--- src/cpuPkg.sv ---
package cpuPkg;

	typedef logic [31:0] wordT;
	typedef logic [4:0] regAddrT;
	typedef logic [7:0] memAddrT;
	typedef logic [3:0] tagT;

	localparam int memWords = 256;
	localparam int cacheLines = 16;
	localparam int memLatency = 2;
	localparam wordT resetPc = 32'h0000_0000;
	// Fetch address used while the core is halted, outside main memory
	localparam wordT parkPc = 32'hFFFF_FFFC;
	// addi x0, x0, 0
	localparam wordT nopInstr = 32'h0000_0013;

	localparam logic [6:0] opRegister = 7'b0110011;
	localparam logic [6:0] opImmediate = 7'b0010011;
	localparam logic [6:0] opLoad = 7'b0000011;
	localparam logic [6:0] opStore = 7'b0100011;
	localparam logic [6:0] opBranch = 7'b1100011;
	localparam logic [6:0] opJal = 7'b1101111;

	localparam logic [2:0] f3AddSub = 3'b000;
	localparam logic [2:0] f3Slt = 3'b010;
	localparam logic [2:0] f3Xor = 3'b100;
	localparam logic [2:0] f3Or = 3'b110;
	localparam logic [2:0] f3And = 3'b111;
	localparam logic [6:0] f7Sub = 7'b0100000;

	typedef enum logic [2:0] {aluAdd, aluSub, aluAnd, aluOr, aluXor, aluSlt} aluOpT;
	typedef enum logic [1:0] {cacheIdle, cacheWait, cacheFill} cacheStateT;
	typedef enum logic [1:0] {arbIdle, arbInstr, arbData} arbStateT;

endpackage

--- src/instrCache.sv ---
`timescale 1ns/1ps
module instrCache (
	input logic clock,
	input logic reset,
	input cpuPkg::wordT fetchAddress,
	input logic instrMemDone,
	input cpuPkg::wordT memReadData,
	output cpuPkg::wordT fetchData,
	output logic instrStall,
	output logic instrMemRequest,
	output cpuPkg::memAddrT instrMemAddress
);
	import cpuPkg::*;

	logic [cacheLines-1:0] valid;
	tagT tags [cacheLines];
	wordT lines [cacheLines];
	cacheStateT state;
	logic [3:0] index;
	logic inMemory, hit;

	assign index = fetchAddress[5:2];
	assign inMemory = fetchAddress[31:10] == '0;
	assign hit = valid[index] && tags[index] == fetchAddress[9:6];
	assign instrMemAddress = fetchAddress[9:2];

	// Parked fetches outside memory see a NOP and never stall
	assign fetchData = inMemory ? lines[index] : nopInstr;
	assign instrStall = inMemory && !hit;
	assign instrMemRequest = (state == cacheIdle && instrStall) || state == cacheWait;

	always_ff @(posedge clock or negedge reset) begin
		if (!reset) begin
			state <= cacheIdle;
			valid <= '0;
		end else begin
			case (state)
				cacheIdle: if (instrStall) state <= cacheWait;
				cacheWait: begin
					if (instrMemDone) begin
						valid[index] <= 1'b1;
						state <= cacheFill;
					end
				end
				default: state <= cacheIdle;
			endcase
		end
	end

	always_ff @(posedge clock) begin
		if (state == cacheWait && instrMemDone) begin
			tags[index] <= fetchAddress[9:6];
			lines[index] <= memReadData;
		end
	end

endmodule

--- config.mk ---
export PLATFORM = sky130hd
export DESIGN_NAME = instrCache
export DESIGN_NICKNAME = d
export VERILOG_FILES = /design/src/cpuPkg.sv /design/src/instrCache.sv
export SDC_FILE = /design/constraint.sdc
export NUM_CORES = 1
export LEC_CHECK = 0
export ABC_AREA = 1
export CORE_UTILIZATION = 45
export CTS_CLUSTER_SIZE = 20
export DETAILED_ROUTE_END_ITERATION = 7
export DONT_BUFFER_PORTS = 1
export HOLD_SLACK_MARGIN = 0.06
export PLACE_DENSITY = 0.7
export SLEW_MARGIN = 25
export SYNTH_ARGS = -nofsm -noshare
export SYNTH_HDL_FRONTEND = slang
export SYNTH_SLANG_ARGS = --single-unit
--- constraint.sdc ---
create_clock -name clock -period 4.6 [get_ports clock]
set_clock_uncertainty 0.15 [all_clocks]
set_input_delay 0 -clock clock [delete_from_list [all_inputs] [get_ports clock]]
set_output_delay 0 -clock clock [all_outputs]
set_load 0.01 [all_outputs]
# Word level (Yosys, flattened, before mapping)

Memory sizes are Yosys's and may differ from the RTL's.
Index checks and enable logic that the tools add are counted.

Bits in registers: 18
Memory bits (writable): 576
Bits of input ports: 67
Output and inout bits: 42
Logic and storage cells: 32
Memories kept: 2

Order comparisons: 2
Eq/ne operators: 4
Multiplexer cells: 10
Bitwise operators: 1
Reduce and logical (&&, ||, !) cells: 11

Memory list:

| name  | depth | bits a word | read ports | clocked after Yosys merged registers in | wr ports | line             | source |
|---|---|---|---|---|---|---|---|
| lines | 16    | 32          | 1          | 0                                       | 1        | instrCache.sv:17 | `wordT lines [cacheLines];` |
| tags  | 16    | 4           | 1          | 0                                       | 1        | instrCache.sv:16 | `tagT tags [cacheLines];` |

Operator list:

| kind               | number |
|---|---|
| $mux 32            | 1 |
| $logic_not 22->1   | 1 |
| $or 16x16->16      | 1 |
| $logic_and 1x1->1  | 5 |
| $lt 4x5->1 const B | 1 |
| $bmux 1 s4         | 1 |
| $demux 1 s4        | 1 |
| $eq 4x4->1         | 1 |
| $ge 4x1->1 const B | 1 |
| $mux 1             | 4 |
| $mux 2             | 2 |
| $ne 2x2->1 const B | 2 |
| $pmux 2 s2         | 1 |
| $reduce_and 2->1   | 2 |
| $eq 2x1->1 const B | 1 |
| $logic_not 2->1    | 1 |
| $logic_not 1->1    | 1 |
| $logic_or 1x1->1   | 1 |

# Logic depth before layout (Yosys ltp)

Gate-level depths: netlist of run 1.

Depth after elaboration: 7
Mapped depth: 16
Mapped depth without buffers: 14

# Least setup slack after synthesis of run 1

No wires, ideal clock.

Path kind: reg2reg
Start: register state[1]
End: memory lines[13][0] (netlist name) (enable)
Setup time: 0.430 ns
Arrival time: 2.394 ns
Required time: 4.020 ns
Setup slack: 1.626 ns
Cell stages (with the launch flop): 6
Buffers on the path: 0
Clock period less this slack: 2.974 ns
Cells stage by stage: dfrtp_1 -> inv_1 -> nand2_1 -> nor2_1 -> nand2_1 -> nor2_1

Longest elaborated chain between the ends: 4

Ends and longest elaborated chain:

| what                         | line             | source |
|---|---|---|
| start: declaration           | instrCache.sv:18 | `cacheStateT state;` |
| start signal: assignment     | instrCache.sv:34 | `state <= cacheIdle;` |
| start signal: assignment     | instrCache.sv:38 | `cacheIdle: if (instrStall) state <= cacheWait;` |
| start signal: assignment     | instrCache.sv:42 | `state <= cacheFill;` |
| $eq 2x1->1                   | instrCache.sv:51 | `if (state == cacheWait && instrMemDone) begin` |
| $logic_and 1x1->1            | instrCache.sv:51 |  |
| $mux 1                       | instrCache.sv:51 |  |
| $mux 1 (implied by the code) | instrCache.sv:53 | `lines[index] <= memReadData;` |
| end: declaration             | instrCache.sv:17 |  |

Every way passes these cells.

# Worst setup path in the final report of run 1

Start: input port fetchAddress[5]
End: output port instrMemRequest

Longest elaborated chain between the ends: 7
Elaborated cells between the ends (all ways): 9
Classes of those cells: 1 x eq/ne; 2 x mux; 5 x reduce/logical; 1 x memory

Ends and longest elaborated chain:

| what                                              | line             | source |
|---|---|---|
| start: declaration                                | instrCache.sv:5  | `input cpuPkg::wordT fetchAddress,` |
| $mem_v2 16x4 / $bmux 1 s4 (equally long branches) | --               |  |
| $eq 4x4->1 / $mux 1 (equally long branches)       | instrCache.sv:24 | `assign hit = valid[index] && tags[index] == fetchAddress[9:6];` |
| $logic_and 1x1->1 (*)                             | instrCache.sv:24 |  |
| $logic_not 1->1 (*)                               | instrCache.sv:29 | `assign instrStall = inMemory && !hit;` |
| $logic_and 1x1->1 (*)                             | instrCache.sv:29 |  |
| $logic_and 1x1->1 (*)                             | instrCache.sv:30 | `assign instrMemRequest = (state == cacheIdle && instrStall) \|\| state == cacheWait;` |
| $logic_or 1x1->1 (*)                              | instrCache.sv:30 |  |
| end: declaration                                  | instrCache.sv:10 | `output logic instrMemRequest,` |

Mark *: on every way between the ends. The rest lies on a longest branch, timed or not. The select of a mux whose other input is x is not followed.

==> run_results.csv, run 1 <==
group,metric,value,unit
run_status,outcome,"finished, final reports clean",
yosys,syn_inst,1563,
critical_path,critical_path.cell_chain,"dlygate4sd3_1 > inv_1 > nand2_1 > inv_2 > o21ai_0 > nand2_1 > inv_1 > nand2_1 > nand2_1 > nor2_1 > nand3_1 > nand3_1 > nand2_1",
yosys,ys.flop_type,"edfxtp_1",
route,vias,13500,
yosys,synth_compound_area_frac,0.0913,
global_routing,track_usage,0.216,
yosys,synth_top_area_share,0.761,
yosys,synth_area_leaders,"edfxtp_1, nand2_1, nor2_1",
critical_path,slowest_stage,"inv_2",
route,drtIter0Drc,1236,
yosys,synth_most_common_cell,"edfxtp_1",
die,die_height,227,µm
critical_path,required,4450,ps
yosys,synth_cell_type_count,33,
layout,seqCellArea,17700,µm²
die,initial_core_util,0.461,
layout,multi_input_area,4490,µm²
sta,post-route-period-util,0.711,
place,dp.cells,2157,
yosys,syn-num-nets,1630,
yosys,ys_ff_latch,594,
yosys,synth_adder_area_share,0,
yosys,synthArstFlopShare,0.0303,
power_and_ir_drop,power_density,424,nW/µm²
yosys,synth_top_family_by_area,"simple AND/OR/NAND/NOR gates",
clocking,clk_latency,600,ps
layout,area_growth,13.5,%
sta,fmax,306,MHz
critical_path,rr_startpoint,"state[1]",
global_routing,grt_pass1_wl,81900,µm
place,gp_congestion,0.752,
yosys,synth-edff-count,576,
yosys,synthXorXnorAreaFrac,0,
layout,nNetsFinal,1664,
sta,rsz0062_at_grt,"no",
sta,max_slew.worst_pin.slew,1020,ps
sta,period_minus_slack,3270,ps
clocking,root_buffer,"clkbuf_16",
global_routing,grt_max_degree,147,
place,hpwl,27100,µm
layout,drive_above_1_share,0.0900,
sta,drv_slew,0,
route,drt_pre_antenna_iters,5,
die,row_count,81,
yosys,syn-cell-area,22700,µm²
critical_path,crit_fanout,37,
job,maxCapViolCount,0,
route,antenna_left,0,
global_routing,grt_use_met2,0.353,
clocking,cts_tree,"yes",
layout,n_fill_cell,3924,
clocking,cts_made_buffers,56,
yosys,yosys.area_share.simple,0.0994,
place,post-place-ws,1510,ps
power_and_ir_drop,p_leak,8.64,nW
sta,fin_tns_setup,0,ps
die,io_pins,109,
worst_hold_path,hold_class,"primary input to flop",
critical_path,r2r_end,"tags[15][3]",
global_routing,top_usage_layer,"met2",
route,wl,54900,µm
critical_path,critical_path_arrival,3120,ps
sta,finalSetupViolCount,0,
place,port_buffers,0,
worst_hold_path,hold_end,"lines[0][29]",
route,vias_per_cell,5.86,
clocking,cts_max_level,2,
die,coreArea,49400,µm²
clocking,cts.path.max_buffers,3,
clocking,clkTransAtPathRegs,60,ps
critical_path,r2r_cells,6,
critical_path,worst_path_most_repeated_cell,"nand2_1",
yosys,synth_common_cells,"edfxtp_1, nand2_1, nor2_1",
global_routing,met3_usage,0.0463,
clocking,clock_sinks,594,
sta,slew_headroom,0.317,
layout,final_cell_count_no_fill,2309,
die,dieArea,51400,µm²
yosys,synth_top_cell_by_area,"edfxtp_1",
critical_path,regToRegSetupSlack,1690,ps
global_routing,grtUsageMet1,0.289,
worst_hold_path,worstHoldStart,"memReadData[29]",
sta,hold_violations,0,
global_routing,overflow,0,
global_routing,grt_pass1_vias,13400,
critical_path,worst_setup_path_start_kind,"primary input",
yosys,seq_area_frac_synth,0.781,
route,drc,0,
yosys,avgSynthCellArea,14.5,µm²
die,die-width,227,µm
critical_path,cpPeakStageDelay,870,ps
yosys,yosys_warnings,0,
critical_path,worstSetupPathType,"primary input to primary output",
global_routing,antenna_found_initial,3,
worst_hold_path,hold_depth,1,
sta,fin_ws,1330,ps
critical_path,endpoint_kind,"primary output",
power_and_ir_drop,max-vdd-ir-drop,0.257,mV
route,post_drt_wl_per_cell,23.8,µm
yosys,synth.area.mux_share,0,
-- metal layers --
layer / part of all wire / up-vias
li1: - / 6034
met1: 0.40 / 6742
met2: 0.48 / 649
met3: 0.095 / 92
met4: 0.021 / 4
met5: 0.00033 / -
-- worst max-delay path by stage --
stage | from | end | slack (ps)
final | fetchAddress[5] | instrMemRequest | 1330
after floorplan | state[1] | lines[13][0] | 1630
after global placement | fetchAddress[3] | lines[13][29] | 1570
after global routing | fetchAddress[5] | instrMemRequest | 1200
after CTS | fetchAddress[5] | instrMemRequest | 1360
after detailed placement | fetchAddress[3] | lines[13][26] | 1510
-- sequential cells by signal, summed over array words and instances, names as in the netlist --
| signal | cells |
|---|---|
| valid | 16 |
| state | 2 |
| tags | 64 |
| lines | 512 |
-- cells in the final DEF, fill, tap and decap left out, types with 2 or more instances in the layout --
master         count
a211oi_1          27
a21oi_1            5
a22oi_1           23
buf_12             7
buf_4             24
bufinv_16          7
clkbuf_1          12
clkbuf_16         58
clkinv_1          17
clkinv_2          10
clkinvlp_4         2
dfrtp_1           18
dlygate4sd3_1     46
edfxtp_1         576
inv_1             17
inv_2              4
nand2_1          221
nand2_4            3
nand3_1           36
nand4_1            7
nor2_1           151
nor2_2             2
nor2_4            18
nor3_1            87
nor4_1             4
o21ai_0           41
o21ai_1            5
o21bai_1           2
o221ai_1          28
o22ai_1           85
o31ai_1           84
or2_2              9
-- critical path: cells and delay by family --
kind	cells	cell delay, ps
AO/OA/AOI/OAI	1	240
buffers and inverters	4	1810
AND/OR/NAND/NOR	8	1070
-- repair_timing --
item,CTS,global route
hold endpoints to repair,714,0
endpoints found under the setup margin,0,0
hold buffers,46,0
buffers inserted,0,0
gates resized for setup,0,0
-- layout make-up --
cell class,count,area share
repair buffers,78,0.0307
clock inverters,35,0.0134
inverters,23,0.00340
well taps,664,0.0322
clock buffers,70,0.0580
diodes,1,0.0000970
flip-flops and latches,594,0.688
multi-input cells,844,0.174
-- power breakdown --
group	internal, mW	switching (mW)
clock	2.69	1.92
combinational	0.117	0.292
sequential	5.93	0.000658
-- through the flow --
stage	hold slack, ps	area [µm²]	power, mW	utilization
final	189	25800	10.9	0.523
after global routing	158	25800	11.2	0.523
after CTS	122	25800	11.0	0.522
after detailed placement	-444	23500	6.35	0.476
after global placement	-444	23500	6.34	0.476
after floorplan	-446	22700	6.31	-
-- cell families after synthesis --
| logic type | count (synthesis) |
|---|---|
| AOI/OAI and AO/OA | 303 |
| DFF | 594 |
| and+or+nand+nor | 541 |
| buffers and inverters | 125 |
Power figures use the tool's default switching activity.
==> inputs of run 2 (changes only) <==
Settings changed: PLACE_DENSITY 0.7 to 0.72.
Clock period 4.6 ns to 2.9 ns, I/O delays scaled along.
==> run_results.csv, run 2 (synthesized netlist as in run 1, its figures left out) <==
group,metric,value,unit
run_status,outcome,"finished, final reports clean",
clocking,cts_made_buffers,56,
global_routing,overflow,0,
layout,utilization,0.531,
global_routing,grt_pass1_vias,13800,
route,post_drt_wl_per_cell,23.4,µm
die,die-width,227,µm
critical_path,worst_setup_path_start_kind,"primary input",
die,coreArea,49400,µm²
sta,drv_slew,0,
layout,final_common_cell,"edfxtp_1",
layout,drive_above_1_share,0.121,
critical_path,rr_startpoint,"state[1]",
clocking,root_buffer,"clkbuf_16",
place,port_buffers,0,
die,io_pins,109,
layout,antennaDiodeCount,0,
power_and_ir_drop,combPwrFrac,0.040,
clocking,cts_tree,"yes",
critical_path,critical_path_arrival,2610,ps
route,drtIter0Drc,1512,
layout,layout_common_cells,"edfxtp_1, nand2_1, nor2_1",
critical_path,startpoint,"fetchAddress[4]",
sta,post-route-period-util,0.952,
clocking,clock_sinks,594,
route,drc,0,
power_and_ir_drop,clkPwrFrac,0.412,
die,dieArea,51400,µm²
power_and_ir_drop,power_density,656,nW/µm²
route,vias,13900,
global_routing,grt_max_degree,146,
layout,largestRegisters,"lines (512), tags (64), valid (16)",
sta,fin_ws,139,ps
route,wl,55400,µm
place,post-place-ws,526,ps
power_and_ir_drop,p_sw_frac,0.203,
sta,hold_violations,0,
power_and_ir_drop,p_leak,8.94,nW
sta,period_minus_slack,2760,ps
power_and_ir_drop,p_int,13.7,mW
worst_hold_path,worstHoldStart,"memReadData[6]",
job,maxCapViolCount,0,
clocking,clkTransAtPathRegs,60,ps
critical_path,required,2750,ps
layout,largest_reg_flops,512,
sta,fmax,362,MHz
power_and_ir_drop,switching_power,3.49,mW
sta,rsz0062_at_grt,"no",
layout,top_register,"lines",
critical_path,endpoint_kind,"primary output",
route,drt_pre_antenna_iters,5,
layout,nNetsFinal,1725,
global_routing,grt_pass1_wl,83000,µm
layout,area_growth,15.3,%
critical_path,crit_fanout,27,
sta,slew_headroom,0.433,
die,initial_core_util,0.461,
route,antenna_left,0,
global_routing,antenna_found_initial,2,
route,vias_per_cell,5.89,
critical_path,worstSetupPathType,"primary input to primary output",
sta,max_slew.worst_pin.slew,848,ps
clocking,clk_latency,600,ps
sta,finalSetupViolCount,0,
power_and_ir_drop,power_frac_seq,0.548,
clocking,cts_max_level,2,
die,row_count,81,
power_and_ir_drop,max-vdd-ir-drop,0.478,mV
worst_hold_path,hold_class,"primary input to flop",
place,gp_congestion,0.808,
clocking,cts.path.max_buffers,3,
global_routing,track_usage,0.217,
die,die_height,227,µm
place,hpwl,29800,µm
run 2: changes by cell type in the layout (fill, tap and decap cells not counted), moves of 2 or more:
cell,delta
buf_12,+3
clkbuf_1,+3
clkinv_1,-10
buf_4,+56
bufinv_16,-4
dlygate4sd3_1,+3
clkbuf_8,+9
inv_6,+2
clkinv_2,-5
run 2: per-stage QoR:
stage / hold slack, ps / power, mW / std cells / setup TNS, ps / area (µm²)
floorplan: -446 / 10.0 / 1563 / -26230 / 22700
global placement: -444 / 10.1 / 2215 / 0 / 23900
detailed placement: -444 / 10.1 / 2215 / 0 / 23900
CTS: 132 / 17.2 / 2362 / 0 / 26200
global route: 200 / 17.6 / 2362 / 0 / 26200
finish: 203 / 17.2 / 2362 / 0 / 26200
run 2: layout make-up:
type | count | area [µm²]
Clock buffer | 81 | 1610
Inverter | 23 | 88.8
Multi-Input combinational cell | 844 | 4480
Sequential cell | 594 | 17700
Tap cell | 664 | 831
Fill cell | 3872 | 23100
Timing Repair Buffer | 139 | 1290
Clock inverter | 17 | 163
run 2: power by group through the flow:
stage          sequential, mW  clock, mW  combinational [mW]
2_1_floorplan            9.59          0               0.414
3_3_place_gp             9.59          0               0.491
3_5_place_dp             9.59          0               0.503
4_1_cts                  9.41       7.15               0.681
5_1_grt                  9.41       7.48               0.748
6_report                 9.41       7.09               0.686
run 2: layer usage:
| layer | up-vias | wire [µm] | track usage |
|---|---|---|---|
| li1 | 6165 | - | - |
| met1 | 6942 | 22300 | 0.298 |
| met2 | 688 | 26300 | 0.344 |
| met3 | 122 | 5190 | 0.0479 |
| met4 | 4 | 1520 | 0.0691 |
| met5 | - | 22 | 0 |
run 2: what timing repair did:
action,CTS,global route
endpoints found under the hold margin,743,0
endpoints found under the setup margin,0,6
hold buffers,49,0
gates resized for setup,0,2
setup buffers,0,0
run 2: critical path, stage by stage:
cell and delay, ps:
dlygate4sd3_1 660, nand2_1 470, inv_4 330, buf_4 300
o31ai_1 110, nand3_1 170, a211oi_1 360, buf_4 200
run 2: path summary, 6_finish.rpt:
path,end,slack [ps],cells past startpoint
hold reg to reg,valid[5],310,2
hold / removal,lines[0][6],200,1
setup reg to reg,lines[1][14],500,6
setup / recovery,fetchData[20],140,8
min in group asynchronous,valid[15],360,2
max in group asynchronous,valid[9],1710,2
